[src/include/dot_defines.svh]
`ifndef DOT_DEFINES_SVH
`define DOT_DEFINES_SVH

// Element and memory geometry.
`define DOT_ELEM_W      16
`define DOT_LANES       4
`define DOT_ADDR_W      10
`define DOT_MEM_DEPTH   1024
`define DOT_ACC_W       32

// AXI4-Lite bus widths.
`define DOT_AXI_ADDR_W  8
`define DOT_AXI_DATA_W  32

// Register map, one 32-bit word per register.
`define DOT_REG_CTRL      8'h00   // Bit 0 starts the engine.
`define DOT_REG_STATUS    8'h04   // Bit 0 busy, bit 1 done.
`define DOT_REG_A_BASE    8'h08
`define DOT_REG_B_BASE    8'h0C
`define DOT_REG_C_BASE    8'h10
`define DOT_REG_COUNT     8'h14   // Number of four-element groups.
`define DOT_REG_MEM_ADDR  8'h18
`define DOT_REG_MEM_DATA  8'h1C   // Auto-incrementing element window.

`endif

[src/design/dot_pkg.sv]
`include "dot_defines.svh"

package dot_pkg;

    typedef logic [`DOT_ELEM_W-1:0]            elem_t;
    typedef logic [`DOT_ADDR_W-1:0]            addr_t;
    typedef logic [`DOT_LANES*`DOT_ELEM_W-1:0] lanes_t;      // Lane 0 in the low bits.
    typedef logic [`DOT_LANES-1:0]             lane_mask_t;
    typedef logic signed [`DOT_ACC_W-1:0]      acc_t;        // Signed, so products extend.

    typedef enum logic [1:0] {
        ST_IDLE,
        ST_FETCH,
        ST_ACCUMULATE,
        ST_STORE
    } engine_state_t;

endpackage

[src/design/mem_port_if.sv]
// One requester's view of a shared four-lane memory port.
interface mem_port_if;

    logic                req;
    logic                gnt;      // Same-cycle grant, that cycle is the access.
    dot_pkg::addr_t      addr;
    dot_pkg::lane_mask_t we;
    dot_pkg::lanes_t     wdata;
    dot_pkg::lanes_t     rdata;    // Valid the cycle after a read grant.

    modport requester (
        output req, addr, we, wdata,
        input  gnt, rdata
    );

    modport arbiter (
        input  req, addr, we, wdata,
        output gnt, rdata
    );

endinterface

[src/design/mem_arbiter.sv]
module mem_arbiter (
    input  logic                clk,
    input  logic                rst,
    mem_port_if.arbiter         host,
    mem_port_if.arbiter         eng,
    output dot_pkg::addr_t      addr0,
    output dot_pkg::lane_mask_t we0,
    output dot_pkg::lanes_t     d0,
    input  dot_pkg::lanes_t     q0
);

    logic last_eng;  // Engine held the last grant.

    // On a tie, the side that did not win last time goes first.
    assign host.gnt = host.req & (~eng.req | last_eng);
    assign eng.gnt  = eng.req & (~host.req | ~last_eng);

    always_comb begin
        if (eng.gnt) begin
            addr0 = eng.addr;
            we0   = eng.we;
            d0    = eng.wdata;
        end else begin
            addr0 = host.addr;
            we0   = host.gnt ? host.we : '0;  // No write without a grant.
            d0    = host.wdata;
        end
    end

    // Both sides see the port-0 read data, only the granted one uses it.
    assign host.rdata = q0;
    assign eng.rdata  = q0;

    always_ff @(posedge clk) begin
        if (rst) begin
            last_eng <= 1'b0;
        end else if (eng.gnt) begin
            last_eng <= 1'b1;
        end else if (host.gnt) begin
            last_eng <= 1'b0;
        end
    end

endmodule

[src/flat_wrapper.sv]
// flat-port wrapper written by rule: the top's interface ports become plain ports
module mem_arbiter_flat 
  (clk, rst, addr0, we0, d0, q0, host_req, host_addr, host_we, host_wdata, host_gnt, host_rdata, eng_req, eng_addr, eng_we, eng_wdata, eng_gnt, eng_rdata);
  mem_port_if host_i ();
  mem_port_if eng_i ();
  input  logic clk;
  input  logic rst;
  output dot_pkg::addr_t addr0;
  output dot_pkg::lane_mask_t we0;
  output dot_pkg::lanes_t d0;
  input  dot_pkg::lanes_t q0;
  input wire logic [$bits(host_i.req)-1:0] host_req;
  input wire logic [$bits(host_i.addr)-1:0] host_addr;
  input wire logic [$bits(host_i.we)-1:0] host_we;
  input wire logic [$bits(host_i.wdata)-1:0] host_wdata;
  output wire logic [$bits(host_i.gnt)-1:0] host_gnt;
  output wire logic [$bits(host_i.rdata)-1:0] host_rdata;
  input wire logic [$bits(eng_i.req)-1:0] eng_req;
  input wire logic [$bits(eng_i.addr)-1:0] eng_addr;
  input wire logic [$bits(eng_i.we)-1:0] eng_we;
  input wire logic [$bits(eng_i.wdata)-1:0] eng_wdata;
  output wire logic [$bits(eng_i.gnt)-1:0] eng_gnt;
  output wire logic [$bits(eng_i.rdata)-1:0] eng_rdata;
  assign host_i.req = host_req;
  assign host_i.addr = host_addr;
  assign host_i.we = host_we;
  assign host_i.wdata = host_wdata;
  assign host_gnt = host_i.gnt;
  assign host_rdata = host_i.rdata;
  assign eng_i.req = eng_req;
  assign eng_i.addr = eng_addr;
  assign eng_i.we = eng_we;
  assign eng_i.wdata = eng_wdata;
  assign eng_gnt = eng_i.gnt;
  assign eng_rdata = eng_i.rdata;
  mem_arbiter u_core (.clk(clk), .rst(rst), .host(host_i), .eng(eng_i), .addr0(addr0), .we0(we0), .d0(d0), .q0(q0));
endmodule
[config.mk]
export PLATFORM = sky130hd
export DESIGN_NAME = mem_arbiter_flat
export DESIGN_NICKNAME = d
export VERILOG_FILES = /design/src/design/dot_pkg.sv /design/src/design/mem_port_if.sv /design/src/design/mem_arbiter.sv /design/src/flat_wrapper.sv
export VERILOG_INCLUDE_DIRS = /design/src /design/src/include
export SDC_FILE = /design/constraint.sdc
export NUM_CORES = 1
export LEC_CHECK = 0
export BUFFER_PORTS_ARGS = -buffer_cell sky130_fd_sc_hd__buf_2
export CAP_MARGIN = 25
export CORE_AREA = 2 2 170 172
export CTS_CLUSTER_SIZE = 24
export DETAILED_ROUTE_END_ITERATION = 8
export DIE_AREA = 0 0 172 174
export PLACE_DENSITY = 0.35
export RECOVER_POWER = 50
export REMOVE_ABC_BUFFERS = 1
export SKIP_CTS_REPAIR_TIMING = 1
export SLEW_MARGIN = 20
export SYNTH_ARGS = -nofsm -noshare
export SYNTH_HDL_FRONTEND = slang
export SYNTH_SLANG_ARGS = --single-unit
[constraint.sdc]
create_clock -name clk -period 1.3 [get_ports clk]
set_clock_uncertainty 0.15 [all_clocks]
set_input_delay 0.13 -clock clk [delete_from_list [all_inputs] [get_ports clk]]
set_output_delay 0.13 -clock clk [all_outputs]
set_load 0.02 [all_outputs]
==> impl_metrics.env <==
export IMPL_setup_ws_ns=-0.365
export IMPL_arrival_ns=1.38
export IMPL_maxCapViolations=0
export IMPL_drv_slew=0
export IMPL_cp_start_kind="flop"
export IMPL_final_cell_mix="225 x buf_2, 65 x mux2_2, 11 x buf_6"
export IMPL_gp_congestion=0.815
export IMPL_die_w_um=172
export IMPL_outcome="finished with violations"
export IMPL_row_count=62
export IMPL_yosysWarnings=0
export IMPL_grt_total_usage_pct=13.9
export IMPL_routedWlPerCell_um=32.9
export IMPL_dr_total_vias=2213
export IMPL_syn_area_per_cell_um2=9.01
export IMPL_initial_core_util_pct=7.02
export IMPL_regMostFlops="u_core.last_eng"
export IMPL_yosysSeqAreaShare_pct=1.01
export IMPL_met2WireLength_um=12900
export IMPL_cellPowerDensity_nw_per_um2=437
export IMPL_ios=432
export IMPL_slew_headroom_pct=89.1
export IMPL_drtIter0Drc=62
export IMPL_synthCells=220
export IMPL_rsz0062_at_grt="true"
export IMPL_crit_type="reg2out"
export IMPL_regArea_um2=21.3
export IMPL_reg_top3="u_core.last_eng x1"
export IMPL_period_share_pct=128
export IMPL_routed_wl_um=23700
export IMPL_layout_commonest_cell="buf_2"
export IMPL_clk_latency_ns=0
export IMPL_die_height_um=174
export IMPL_critical_path_peak_fanout=21
export IMPL_ir_drop_mv=0.115
export IMPL_first_pass_iters=6
export IMPL_finalCriticalPeriod_ns=1.66
export IMPL_ant_nets=0
export IMPL_final_cell_count_no_fill=719
export IMPL_worst_pin_slew_ns=0.165
export IMPL_synth_distinct_cells=10
export IMPL_drive_gt1_share_pct=98.5
export IMPL_diodes=0
export IMPL_pre_cts_ws_ns=-0.391
export IMPL_stdcell_area_um2=2900
export IMPL_grt_overflow_total=0
export IMPL_grt_start_max_net_pins=42
export IMPL_p_leak_nw=1.43
export IMPL_path_clk_slew_ns=0
export IMPL_portBuffers=239
export IMPL_vias_per_cell=3.08
export IMPL_fillers=3327
export IMPL_end_kind="output port"
export IMPL_postLayoutCoreUtil_pct=10.3
export IMPL_dieArea_um2=29900
export IMPL_hold_violations=0
export IMPL_netlist_area_um2=1980
export IMPL_violations="negative setup slack"
export IMPL_placed_area_um2=2710
export IMPL_met3_length_um=5260
export IMPL_hpwl_um=21500
export IMPL_critPathRequiredTime_ns=1.02
export IMPL_grt_pass1_wl_um=25100
export IMPL_drcViolationCount=0
export IMPL_final_setup_viol_count=79
export IMPL_antenna_found_initial=0
export IMPL_placedCellCount=714
export IMPL_core_area_um2=28200
export IMPL_hold_class="in2out"
export IMPL_finalNetCount=561
export IMPL_syn_to_final_growth_pct=46.4
export IMPL_largest_register_ffs=1
export IMPL_first_global_vias=1840
export IMPL_timing_fmax_mhz=601
export IMPL_multi_input_area_um2=955
export IMPL_wl_met1_um=5190
export IMPL_ys_seq_elements=1
export IMPL_top_layer="met5"
stage by stage:
step	hold WS [ns]	setup TNS [ns]	total power, mW
floorplan	0.0491	-100.87	0.647
global placement	0.110	-24.45	1.16
detailed placement	0.110	-25.37	1.16
CTS	0.110	-25.31	1.16
global route	0.110	-27.45	1.35
finish	0.110	-24.55	1.27
synth_stat cells:
cell type / number / area (µm²)
and2_1: 1 / 6.26
a32o_1: 4 / 40.0
mux2_4: 5 / 75.1
mux2_2: 69 / 777
dfxtp_1: 1 / 20.0
buf_4: 134 / 1010
nand2b_1: 2 / 12.5
buf_6: 2 / 22.5
a21oi_1: 1 / 5.00
a21boi_4: 1 / 18.8
area by class of cell:
type                    count  share of cell area [%]
well taps                 384                    16.5
flip-flops and latches      1                   0.732
repair buffers            251                    49.8
multi-input cells          83                    32.9
critical path, stage by stage (launching register included):
cell and delay, ns:
dfxtp_2 0.31, a21boi_4 0.17, buf_12 0.15, buf_12 0.18, mux2_2 0.38, buf_2 0.17
power breakdown:
part           internal [mW]  total, mW  switching [mW]  leakage (nW)
Clock                      0          0               0             0
Sequential            0.0342     0.0364         0.00229       0.00860
Combinational          0.629       1.23           0.603          1.42
metal layers:
layer / vias to the layer above / GRT usage, %
met5: - / 4.52
met4: 2 / 0.910
met3: 15 / 14.8
met2: 369 / 28.0
met1: 981 / 7.71
li1: 846 / -
kinds of logic after synthesis:
family	synth area share (%)
buffers and inverters	51.9
AO/OA/AOI/OAI	3.22
multiplexers	43.0
flip-flops	1.01
AND/OR/NAND/NOR	0.946
worst paths after layout:
check / cells past startpoint / slack [ns] / end / start
setup reg to reg: 4 / 0.17 / u_core.last_eng$_SDFFE_PP0P_ / u_core.last_eng$_SDFFE_PP0P_
hold reg to reg: 3 / 0.47 / u_core.last_eng$_SDFFE_PP0P_ / u_core.last_eng$_SDFFE_PP0P_
setup / recovery: 5 / -0.36 / d0[1] / u_core.last_eng$_SDFFE_PP0P_
hold / removal: 0 / 0.11 / host_rdata[10] / q0[10]
(Power assumes the default switching activity.)
