## src/include/dot_defines.svh

```systemverilog
`ifndef DOT_DEFINES_SVH
`define DOT_DEFINES_SVH

// Element and memory geometry.
`define DOT_ELEM_W      16
`define DOT_LANES       4
`define DOT_ADDR_W      10
`define DOT_MEM_DEPTH   1024
`define DOT_ACC_W       32

// AXI4-Lite bus widths.
`define DOT_AXI_ADDR_W  8
`define DOT_AXI_DATA_W  32

// Register map, one 32-bit word per register.
`define DOT_REG_CTRL      8'h00   // Bit 0 starts the engine.
`define DOT_REG_STATUS    8'h04   // Bit 0 busy, bit 1 done.
`define DOT_REG_A_BASE    8'h08
`define DOT_REG_B_BASE    8'h0C
`define DOT_REG_C_BASE    8'h10
`define DOT_REG_COUNT     8'h14   // Number of four-element groups.
`define DOT_REG_MEM_ADDR  8'h18
`define DOT_REG_MEM_DATA  8'h1C   // Auto-incrementing element window.

`endif

```

## src/design/dot_pkg.sv

```systemverilog
`include "dot_defines.svh"

package dot_pkg;

    typedef logic [`DOT_ELEM_W-1:0]            elem_t;
    typedef logic [`DOT_ADDR_W-1:0]            addr_t;
    typedef logic [`DOT_LANES*`DOT_ELEM_W-1:0] lanes_t;      // Lane 0 in the low bits.
    typedef logic [`DOT_LANES-1:0]             lane_mask_t;
    typedef logic signed [`DOT_ACC_W-1:0]      acc_t;        // Signed, so products extend.

    typedef enum logic [1:0] {
        ST_IDLE,
        ST_FETCH,
        ST_ACCUMULATE,
        ST_STORE
    } engine_state_t;

endpackage

```

## src/design/mem_port_if.sv

```systemverilog
// One requester's view of a shared four-lane memory port.
interface mem_port_if;

    logic                req;
    logic                gnt;      // Same-cycle grant, that cycle is the access.
    dot_pkg::addr_t      addr;
    dot_pkg::lane_mask_t we;
    dot_pkg::lanes_t     wdata;
    dot_pkg::lanes_t     rdata;    // Valid the cycle after a read grant.

    modport requester (
        output req, addr, we, wdata,
        input  gnt, rdata
    );

    modport arbiter (
        input  req, addr, we, wdata,
        output gnt, rdata
    );

endinterface

```

## src/design/dot_engine.sv

```systemverilog
`include "dot_defines.svh"

module dot_engine (
    input  logic            clk,
    input  logic            rst,
    input  logic            start,
    input  dot_pkg::addr_t  a_base,
    input  dot_pkg::addr_t  b_base,
    input  dot_pkg::addr_t  c_base,
    input  dot_pkg::addr_t  count,
    output logic            busy,
    output logic            done,
    mem_port_if.requester   mem,
    output dot_pkg::addr_t  b_addr,
    input  dot_pkg::lanes_t b_rdata
);

    dot_pkg::engine_state_t state;
    dot_pkg::addr_t         idx;       // Current group.
    dot_pkg::acc_t          acc_q;
    dot_pkg::acc_t          prod_sum;
    logic                   gap;       // Idle cycle after a store.
    logic                   last;

    assign last   = (idx == count);
    assign b_addr = b_base + (idx << 2);  // Port 1 reads B alongside the A grant.

    assign mem.req   = (state == dot_pkg::ST_FETCH && !gap && !last) ||
                       (state == dot_pkg::ST_STORE);
    assign mem.addr  = (state == dot_pkg::ST_STORE) ? c_base + idx : a_base + (idx << 2);
    assign mem.we    = (state == dot_pkg::ST_STORE) ? dot_pkg::lane_mask_t'(1) : '0;
    assign mem.wdata = dot_pkg::lanes_t'(acc_q[`DOT_ELEM_W-1:0]);  // Low half to lane 0.

    // Four signed lane products summed.
    always_comb begin
        prod_sum = '0;
        for (int i = 0; i < `DOT_LANES; i++) begin
            prod_sum = prod_sum + $signed(mem.rdata[i*`DOT_ELEM_W +: `DOT_ELEM_W]) *
                                  $signed(b_rdata[i*`DOT_ELEM_W +: `DOT_ELEM_W]);
        end
    end

    always_ff @(posedge clk) begin
        if (rst) begin
            state <= dot_pkg::ST_IDLE;
            idx   <= '0;
            busy  <= 1'b0;
            done  <= 1'b0;
            gap   <= 1'b0;
        end else begin
            gap <= 1'b0;
            case (state)
                dot_pkg::ST_IDLE: begin
                    if (start) begin  // Start while busy never reaches here.
                        state <= dot_pkg::ST_FETCH;
                        idx   <= '0;
                        busy  <= 1'b1;
                        done  <= 1'b0;
                    end
                end
                dot_pkg::ST_FETCH: begin
                    if (!gap && last) begin
                        state <= dot_pkg::ST_IDLE;
                        busy  <= 1'b0;
                        done  <= 1'b1;
                    end else if (mem.gnt) begin
                        state <= dot_pkg::ST_ACCUMULATE;
                    end
                end
                dot_pkg::ST_ACCUMULATE: state <= dot_pkg::ST_STORE;  // Read data cycle.
                dot_pkg::ST_STORE: begin
                    if (mem.gnt) begin
                        idx   <= idx + 1'b1;
                        gap   <= 1'b1;
                        state <= dot_pkg::ST_FETCH;
                    end
                end
                default: state <= dot_pkg::ST_IDLE;
            endcase
        end
    end

    always_ff @(posedge clk) begin
        if (state == dot_pkg::ST_ACCUMULATE) acc_q <= prod_sum;
    end

endmodule

```

## src/flat_wrapper.sv

```systemverilog
// flat-port wrapper written by rule: the top's interface ports become plain ports
module dot_engine_flat 
  (clk, rst, start, a_base, b_base, c_base, count, busy, done, b_addr, b_rdata, mem_req, mem_addr, mem_we, mem_wdata, mem_gnt, mem_rdata);
  mem_port_if mem_i ();
  input  logic clk;
  input  logic rst;
  input  logic start;
  input  dot_pkg::addr_t a_base;
  input  dot_pkg::addr_t b_base;
  input  dot_pkg::addr_t c_base;
  input  dot_pkg::addr_t count;
  output logic busy;
  output logic done;
  output dot_pkg::addr_t b_addr;
  input  dot_pkg::lanes_t b_rdata;
  output wire logic [$bits(mem_i.req)-1:0] mem_req;
  output wire logic [$bits(mem_i.addr)-1:0] mem_addr;
  output wire logic [$bits(mem_i.we)-1:0] mem_we;
  output wire logic [$bits(mem_i.wdata)-1:0] mem_wdata;
  input wire logic [$bits(mem_i.gnt)-1:0] mem_gnt;
  input wire logic [$bits(mem_i.rdata)-1:0] mem_rdata;
  assign mem_req = mem_i.req;
  assign mem_addr = mem_i.addr;
  assign mem_we = mem_i.we;
  assign mem_wdata = mem_i.wdata;
  assign mem_i.gnt = mem_gnt;
  assign mem_i.rdata = mem_rdata;
  dot_engine u_core (.clk(clk), .rst(rst), .start(start), .a_base(a_base), .b_base(b_base), .c_base(c_base), .count(count), .busy(busy), .done(done), .mem(mem_i), .b_addr(b_addr), .b_rdata(b_rdata));
endmodule
```

## config.mk

```make
export PLATFORM = sky130hd
export DESIGN_NAME = dot_engine_flat
export DESIGN_NICKNAME = d
export VERILOG_FILES = /design/src/design/dot_pkg.sv /design/src/design/mem_port_if.sv /design/src/design/dot_engine.sv /design/src/flat_wrapper.sv
export VERILOG_INCLUDE_DIRS = /design/src /design/src/include
export SDC_FILE = /design/constraint.sdc
export NUM_CORES = 1
export LEC_CHECK = 0
export BUFFER_PORTS_ARGS = -buffer_cell sky130_fd_sc_hd__clkbuf_2
export CORE_ASPECT_RATIO = 0.8
export CORE_MARGIN = 10
export CORE_UTILIZATION = 65
export DETAILED_ROUTE_END_ITERATION = 12
export PLACE_DENSITY_LB_ADDON = 0.25
export SETUP_SLACK_MARGIN = 0.2
export SYNTH_ARGS = -nofsm -noshare
export SYNTH_HDL_FRONTEND = slang
export SYNTH_SLANG_ARGS = --single-unit
```

## constraint.sdc

```tcl
create_clock -name clk -period 25.4 [get_ports clk]
set_input_delay 5.08 -clock clk [delete_from_list [all_inputs] [get_ports clk]]
set_output_delay 5.08 -clock clk [all_outputs]
set_load 0.05 [all_outputs]
```

==> flow_summary_export.csv, run 1 <==
group,metric,value,unit
clock_network,cts_resized,0,
timing,drv_slew,0,
yosys,syn_inst,2181,
global_route,overflow,0,
drt,num_vias,14356,
drt,drtIter0Drc,931,
placement,placed_cell_area,0.0206,mm²
timing,fin_crit_sh,50.0,%
clock_network,insertion_delay,290,ps
timing,fin_tns_setup,0,ps
clock_network,path_clk_slew,70,ps
clock_network,cts-buffers-inserted,5,
worst_setup_path,cp_max_fo,16,
layout,mostFrequentLayoutCells,"inv_1 (535), fa_1 (393), and2_1 (294)",
clock_network,htree_levels,2,
timing,whs,507,ps
die,die-area,0.0373,mm²
placement,place_congestion,0.947,
timing,slew_headroom,38.8,%
yosys,synth.distinct_cells,46,
timing,finalSetupViolations,0,
timing,finalHoldViolCount,0,
layout,nets,3126,
global_route,grt_max_degree,50,
die,core_area,0.0294,mm²
yosys,syn_avg_cell_area,8.93,µm²
worst_setup_path,required,25440,ps
worst_setup_path,reg2reg_from,"u_core.state[0]$_SDFFE_PP0P_",
clock_network,clockBufferDepth,2,
clock_network,numClockSinks,31,
drt,drt_pre_antenna_iters,5,
die,rows,56,
placement,io_buffers,255,
yosys,ys_ff_latch,31,
yosys,synth_area,0.0195,mm²
yosys,yosysSeqAreaShare,4.01,%
clock_network,cts_tree,"built",
clock_network,cts_hold_buf,0,
run,max_cap_violations,0,
die,ios,263,
layout,drive_gt1_share,11.6,%
placement,dp_hpwl,47.6,mm
die,start_util,66.2,%
yosys,async_reset_ff_share,0,%
global_route,grt_pass1_vias,15527,
yosys,synth-edff-count,16,
layout,finish.instance_area,0.0207,mm²
worst_setup_path,regToRegSetupSlack,22820,ps
global_route,grt_antenna_before_repair,0,
drt,drt-wirelength-per-cell,19.7,µm
worst_setup_path,rr_endpoint,"u_core.idx[5]$_SDFFE_PP0P_",
global_route,grt_pass1_wl,85.0,mm
drt,viasPerCell,5.31,
layout,area_growth,6.55,%
worst_setup_path,crit_path_end,"u_core.acc_q[15]$_DFFE_PN_",
worst_setup_path,critPathTopFamily,"adder cells",
timing,timing.fmax,78.7,MHz
worst_setup_path,slowest_delay,570,ps
drt,routed_wl,53.2,mm
worst_setup_path,cp.depth,25,
yosys,synth_warnings,0,
die,die_h,175,µm
hold_path,worstHoldStart,"u_core.state[1]$_SDFFE_PP0P_",
worst_setup_path,cp-start-kind,"input port",
worst_setup_path,rr_worst_depth,7,
yosys,ys.flop_type,"edfxtp_1",
layout,layout_commonest_cell,"inv_1",
global_route,grt.total_usage,29.4,%
worst_setup_path,critPathArrivalTime,12750,ps
hold_path,min_path_type,"reg -> reg",
clock_network,cts-root-buf,"clkbuf_16",
worst_setup_path,cp_slowest_cell,"fa_1",
timing,clock_skew,14.1,ps
die,die_w,214,µm
layout,insertedDiodeCount,0,
worst_setup_path,path_class,"in -> reg",
timing,rsz0062_at_grt,"no",
layout,fin_util,70.5,%
timing,worst_pin_slew,918,ps
clock_network,cts_setup_buffers,0,
drt,final_antenna_net_count,0,
timing,fin_crit,12710,ps
drt,drc,0,
run_status,status,"complete, no violations",
worst_setup_path,path_buf_inv,7,
worst_setup_path,endpoint_kind,"flip-flop",
worst_setup_path,crit_top_cell,"fa_1",
worst_setup_path,cp-startpoint,"b_rdata[48]",
==> flip-flops by register name, summed over array words and instances (netlist names) <==
signal,flops
u_core.done,1
u_core.state,2
u_core.acc_q,16
u_core.idx,10
u_core.gap,1
u_core.busy,1
==> cell families (layout without fill, tap and decap cells) <==
| logic type | Yosys count | count (layout) | share of synthesized area [%] |
|---|---|---|---|
| DFF | 31 | 31 | 4.01 |
| xor gates and xnor gates | 176 | 176 | 8.14 |
| adders and majority gates | 626 | 626 | 55.4 |
| and+or+nand+nor | 607 | 607 | 15.9 |
| buffers and inverters | 653 | 799 | 13.8 |
| muxes | 2 | 2 | 0.116 |
| AOI/OAI and AO/OA | 85 | 85 | 2.69 |
| other | 1 | 3 | 0.0193 |
==> layout make-up <==
type / count / area, µm²
fillers: 2313 / 8680
multi-input cells: 1499 / 16000
inverters: 535 / 2010
repair buffers: 256 / 1300
flip-flops and latches: 31 / 781
clock buffers: 7 / 133
well taps: 377 / 472
clock inverters: 1 / 30.0
==> routing by layer <==
layer	routed length [µm]	global-route usage (%)	share of wire [%]
met1	23200	41.1	44
met2	22900	43.7	43
met3	5270	7.69	9.9
met4	1780	9.29	3.4
met5	0	0	0
==> how the worst min path moves through the flow <==
| stage | endpoint | slack, ps | depth (start not counted) |
|---|---|---|---|
| 2_1_floorplan | u_core.state[1]$_SDFFE_PP0P_ | 480 | 2 |
| 3_3_place_gp | u_core.state[1]$_SDFFE_PP0P_ | 490 | 2 |
| 3_5_place_dp | u_core.state[1]$_SDFFE_PP0P_ | 500 | 2 |
| 4_1_cts | u_core.state[1]$_SDFFE_PP0P_ | 510 | 2 |
| 5_1_grt | u_core.state[1]$_SDFFE_PP0P_ | 550 | 2 |
| 6_report | u_core.state[1]$_SDFFE_PP0P_ | 510 | 2 |
==> cell usage after synthesis, drive strengths merged (18+ instances only) <==
cell	count	area, µm²
xnor2	132	1190
buf	67	478
clkbuf	51	191
xor2	43	377
nor2	18	67.6
nand2	260	981
a21oi	35	179
and2	294	1840
fa	393	7870
inv	535	2010
ha	233	2920
==> worst register-to-register path: cells and delay by family (launching register included) <==
family	cells	cell delay, ps
XOR/XNOR	1	190
AND/OR/NAND/NOR	3	550
AO/OA/AOI/OAI	2	740
flip-flops	1	400
adder cells (fa/ha/maj)	1	570
==> metrics by stage <==
step	cells	worst slack [ps]
finish	2706	12690
global route	2706	12350
CTS	2705	12760
detailed placement	2697	12480
global placement	2697	12620
floorplan	2183	12500
Power of run 1 is not shown: default switching activity piles up to over one toggle a cycle in this logic, so the estimate is an artifact.
==> inputs of run 2 (changes only) <==
Settings changed: CORE_UTILIZATION 65 to 62.
Clock period 25.4 ns to 13.1 ns, I/O delays scaled along.
==> run 2 against run 1 <==
Worst setup slack got worse by 9700 ps. Via count up 0.81%. Design area hardly changed. Flip-flop and latch count stayed put. Clock-buffer cell count unchanged. Core utilization fell by 2.8 points. Routed wire length down 3.6%. First-iteration DRC count up 14%. Cell count increased by 1.3%. Global-route usage shrank 2.1 points. Critical endpoint unchanged.
==> flow_summary_export.csv, run 2 (synthesis gave the netlist of run 1 again) <==
group,metric,value,unit
run_status,status,"complete, no violations",
hold_path,min_to,"u_core.busy$_SDFFE_PP0P_",
layout,largest_reg_flops,16,
timing,fin_crit,10100,ps
layout,insertedDiodeCount,0,
worst_setup_path,cp-start-kind,"input port",
clock_network,insertion_delay,280,ps
timing,worst_pin_slew,857,ps
worst_setup_path,required,13120,ps
worst_setup_path,endpoint_kind,"flip-flop",
global_route,grt.total_usage,27.3,%
run,max_cap_violations,0,
timing,timing.fmax,99.1,MHz
clock_network,cts_setup_buffers,0,
die,rows,57,
worst_setup_path,slowest_delay,580,ps
global_route,grt_pass1_wl,83.7,mm
layout,drive_gt1_share,11.6,%
worst_setup_path,path_class,"in -> reg",
timing,whs,522,ps
timing,drv_slew,0,
hold_path,worstHoldStart,"u_core.busy$_SDFFE_PP0P_",
layout,reg_top3,"u_core.acc_q x16, u_core.idx x10, u_core.state x2",
global_route,overflow,0,
layout,layout.area.seq,781,µm²
timing,finalHoldViolCount,0,
clock_network,cts-buffers-inserted,5,
hold_path,min_path_cells,2,
clock_network,numClockSinks,31,
worst_setup_path,rr_worst_depth,7,
worst_setup_path,cp_max_fo,14,
global_route,grt_pass1_vias,15814,
global_route,grt_antenna_before_repair,0,
placement,post-place-cells,2733,
layout,num-fill-cells,2528,
layout,regMostFlops,"u_core.acc_q",
layout,final_cells,2742,
timing,clock_skew,8.06,ps
die,ios,263,
timing,fin_crit_sh,77.1,%
layout,nets,3126,
placement,place_congestion,0.947,
layout,layout_commonest_cell,"inv_1",
hold_path,min_path_type,"reg -> reg",
worst_setup_path,regToRegSetupSlack,10640,ps
worst_setup_path,rr_endpoint,"u_core.idx[5]$_SDFFE_PP0P_",
clock_network,cts_resized,0,
clock_network,path_clk_slew,60,ps
worst_setup_path,reg2reg_from,"u_core.state[0]$_SDFFE_PP0P_",
drt,drc,0,
layout,area_growth,6.66,%
worst_setup_path,cp_slowest_cell,"fa_1",
worst_setup_path,crit_top_cell,"fa_1",
die,die_h,179,µm
clock_network,htree_levels,2,
worst_setup_path,critPathArrivalTime,10120,ps
drt,viasPerCell,5.28,
worst_setup_path,path_cells,"clkbuf_2, and2_1, fa_1, inv_1, fa_1, inv_1, fa_1, inv_1, fa_1, fa_1, inv_1, fa_1, fa_1, fa_1, fa_1, inv_1, fa_1, inv_1, ha_1, a21oi_1, o21ai_1, a2111o_1, a31oi_1, xnor3_1",
clock_network,cts_tree,"built",
die,die_w,218,µm
drt,routed_wl,51.3,mm
layout,mostFrequentLayoutCells,"inv_1 (535), fa_1 (393), and2_1 (294)",
placement,dp_hpwl,46.0,mm
drt,final_antenna_net_count,0,
clock_network,clockBufferDepth,2,
timing,fin_tns_setup,0,ps
drt,drtIter0Drc,1059,
clock_network,cts_hold_buf,0,
die,start_util,63.5,%
drt,drt_pre_antenna_iters,5,
placement,io_buffers,255,
global_route,grt_max_degree,50,
timing,rsz0062_at_grt,"no",
die,core_area,0.0307,mm²
drt,num_vias,14472,
die,die-area,0.0389,mm²
drt,drt-wirelength-per-cell,18.7,µm
timing,slew_headroom,42.9,%
clock_network,cts-root-buf,"clkbuf_16",
layout,multi_input_area,0.0160,mm²
timing,finalSetupViolations,0,
run 2: final cells by class:
cell class,count,share of cell area [%]
clock buffer,7,0.639
clock inverter,1,0.0241
inverter,535,9.67
multi-input combinational,1499,77.1
sequential,31,3.76
tap,413,2.49
timing repair buffer,256,6.28
run 2: worst max-delay path: cells and delay by family:
family          cells  cell delay [ps]
fa+ha+maj          11             5250
xor+xnor            1              270
simple gates        1              230
compound gates      4             1120
buf+inv             7              610
run 2: per-layer routing:
metal	GRT usage (%)	share of wire (%)	vias to the layer above
met5	0	0	-
met4	6.32	2.4	0
met3	6.06	10	80
met2	43.9	46	609
met1	37.1	42	7202
li1	-	-	6581
run 2: stage by stage:
step	worst slack, ps	util [%]	cell area, µm²
floorplan	3370	-	19500
global placement	2880	67.2	20600
detailed placement	2770	67.2	20600
CTS	3040	67.6	20700
global route	2770	67.7	20800
finish	3000	67.7	20800
run 2: worst max path at each step:
stage,start,to,slack [ps],cells past startpoint
floorplan,b_rdata[17],u_core.acc_q[15]$_DFFE_PN_,3370,28
global placement,b_rdata[48],u_core.acc_q[15]$_DFFE_PN_,2880,25
detailed placement,b_rdata[51],u_core.acc_q[15]$_DFFE_PN_,2770,22
CTS,b_rdata[51],u_core.acc_q[15]$_DFFE_PN_,3040,22
global route,b_rdata[34],u_core.acc_q[15]$_DFFE_PN_,2770,24
finish,b_rdata[34],u_core.acc_q[15]$_DFFE_PN_,3000,24
Power of run 2 is left out for the same reason.
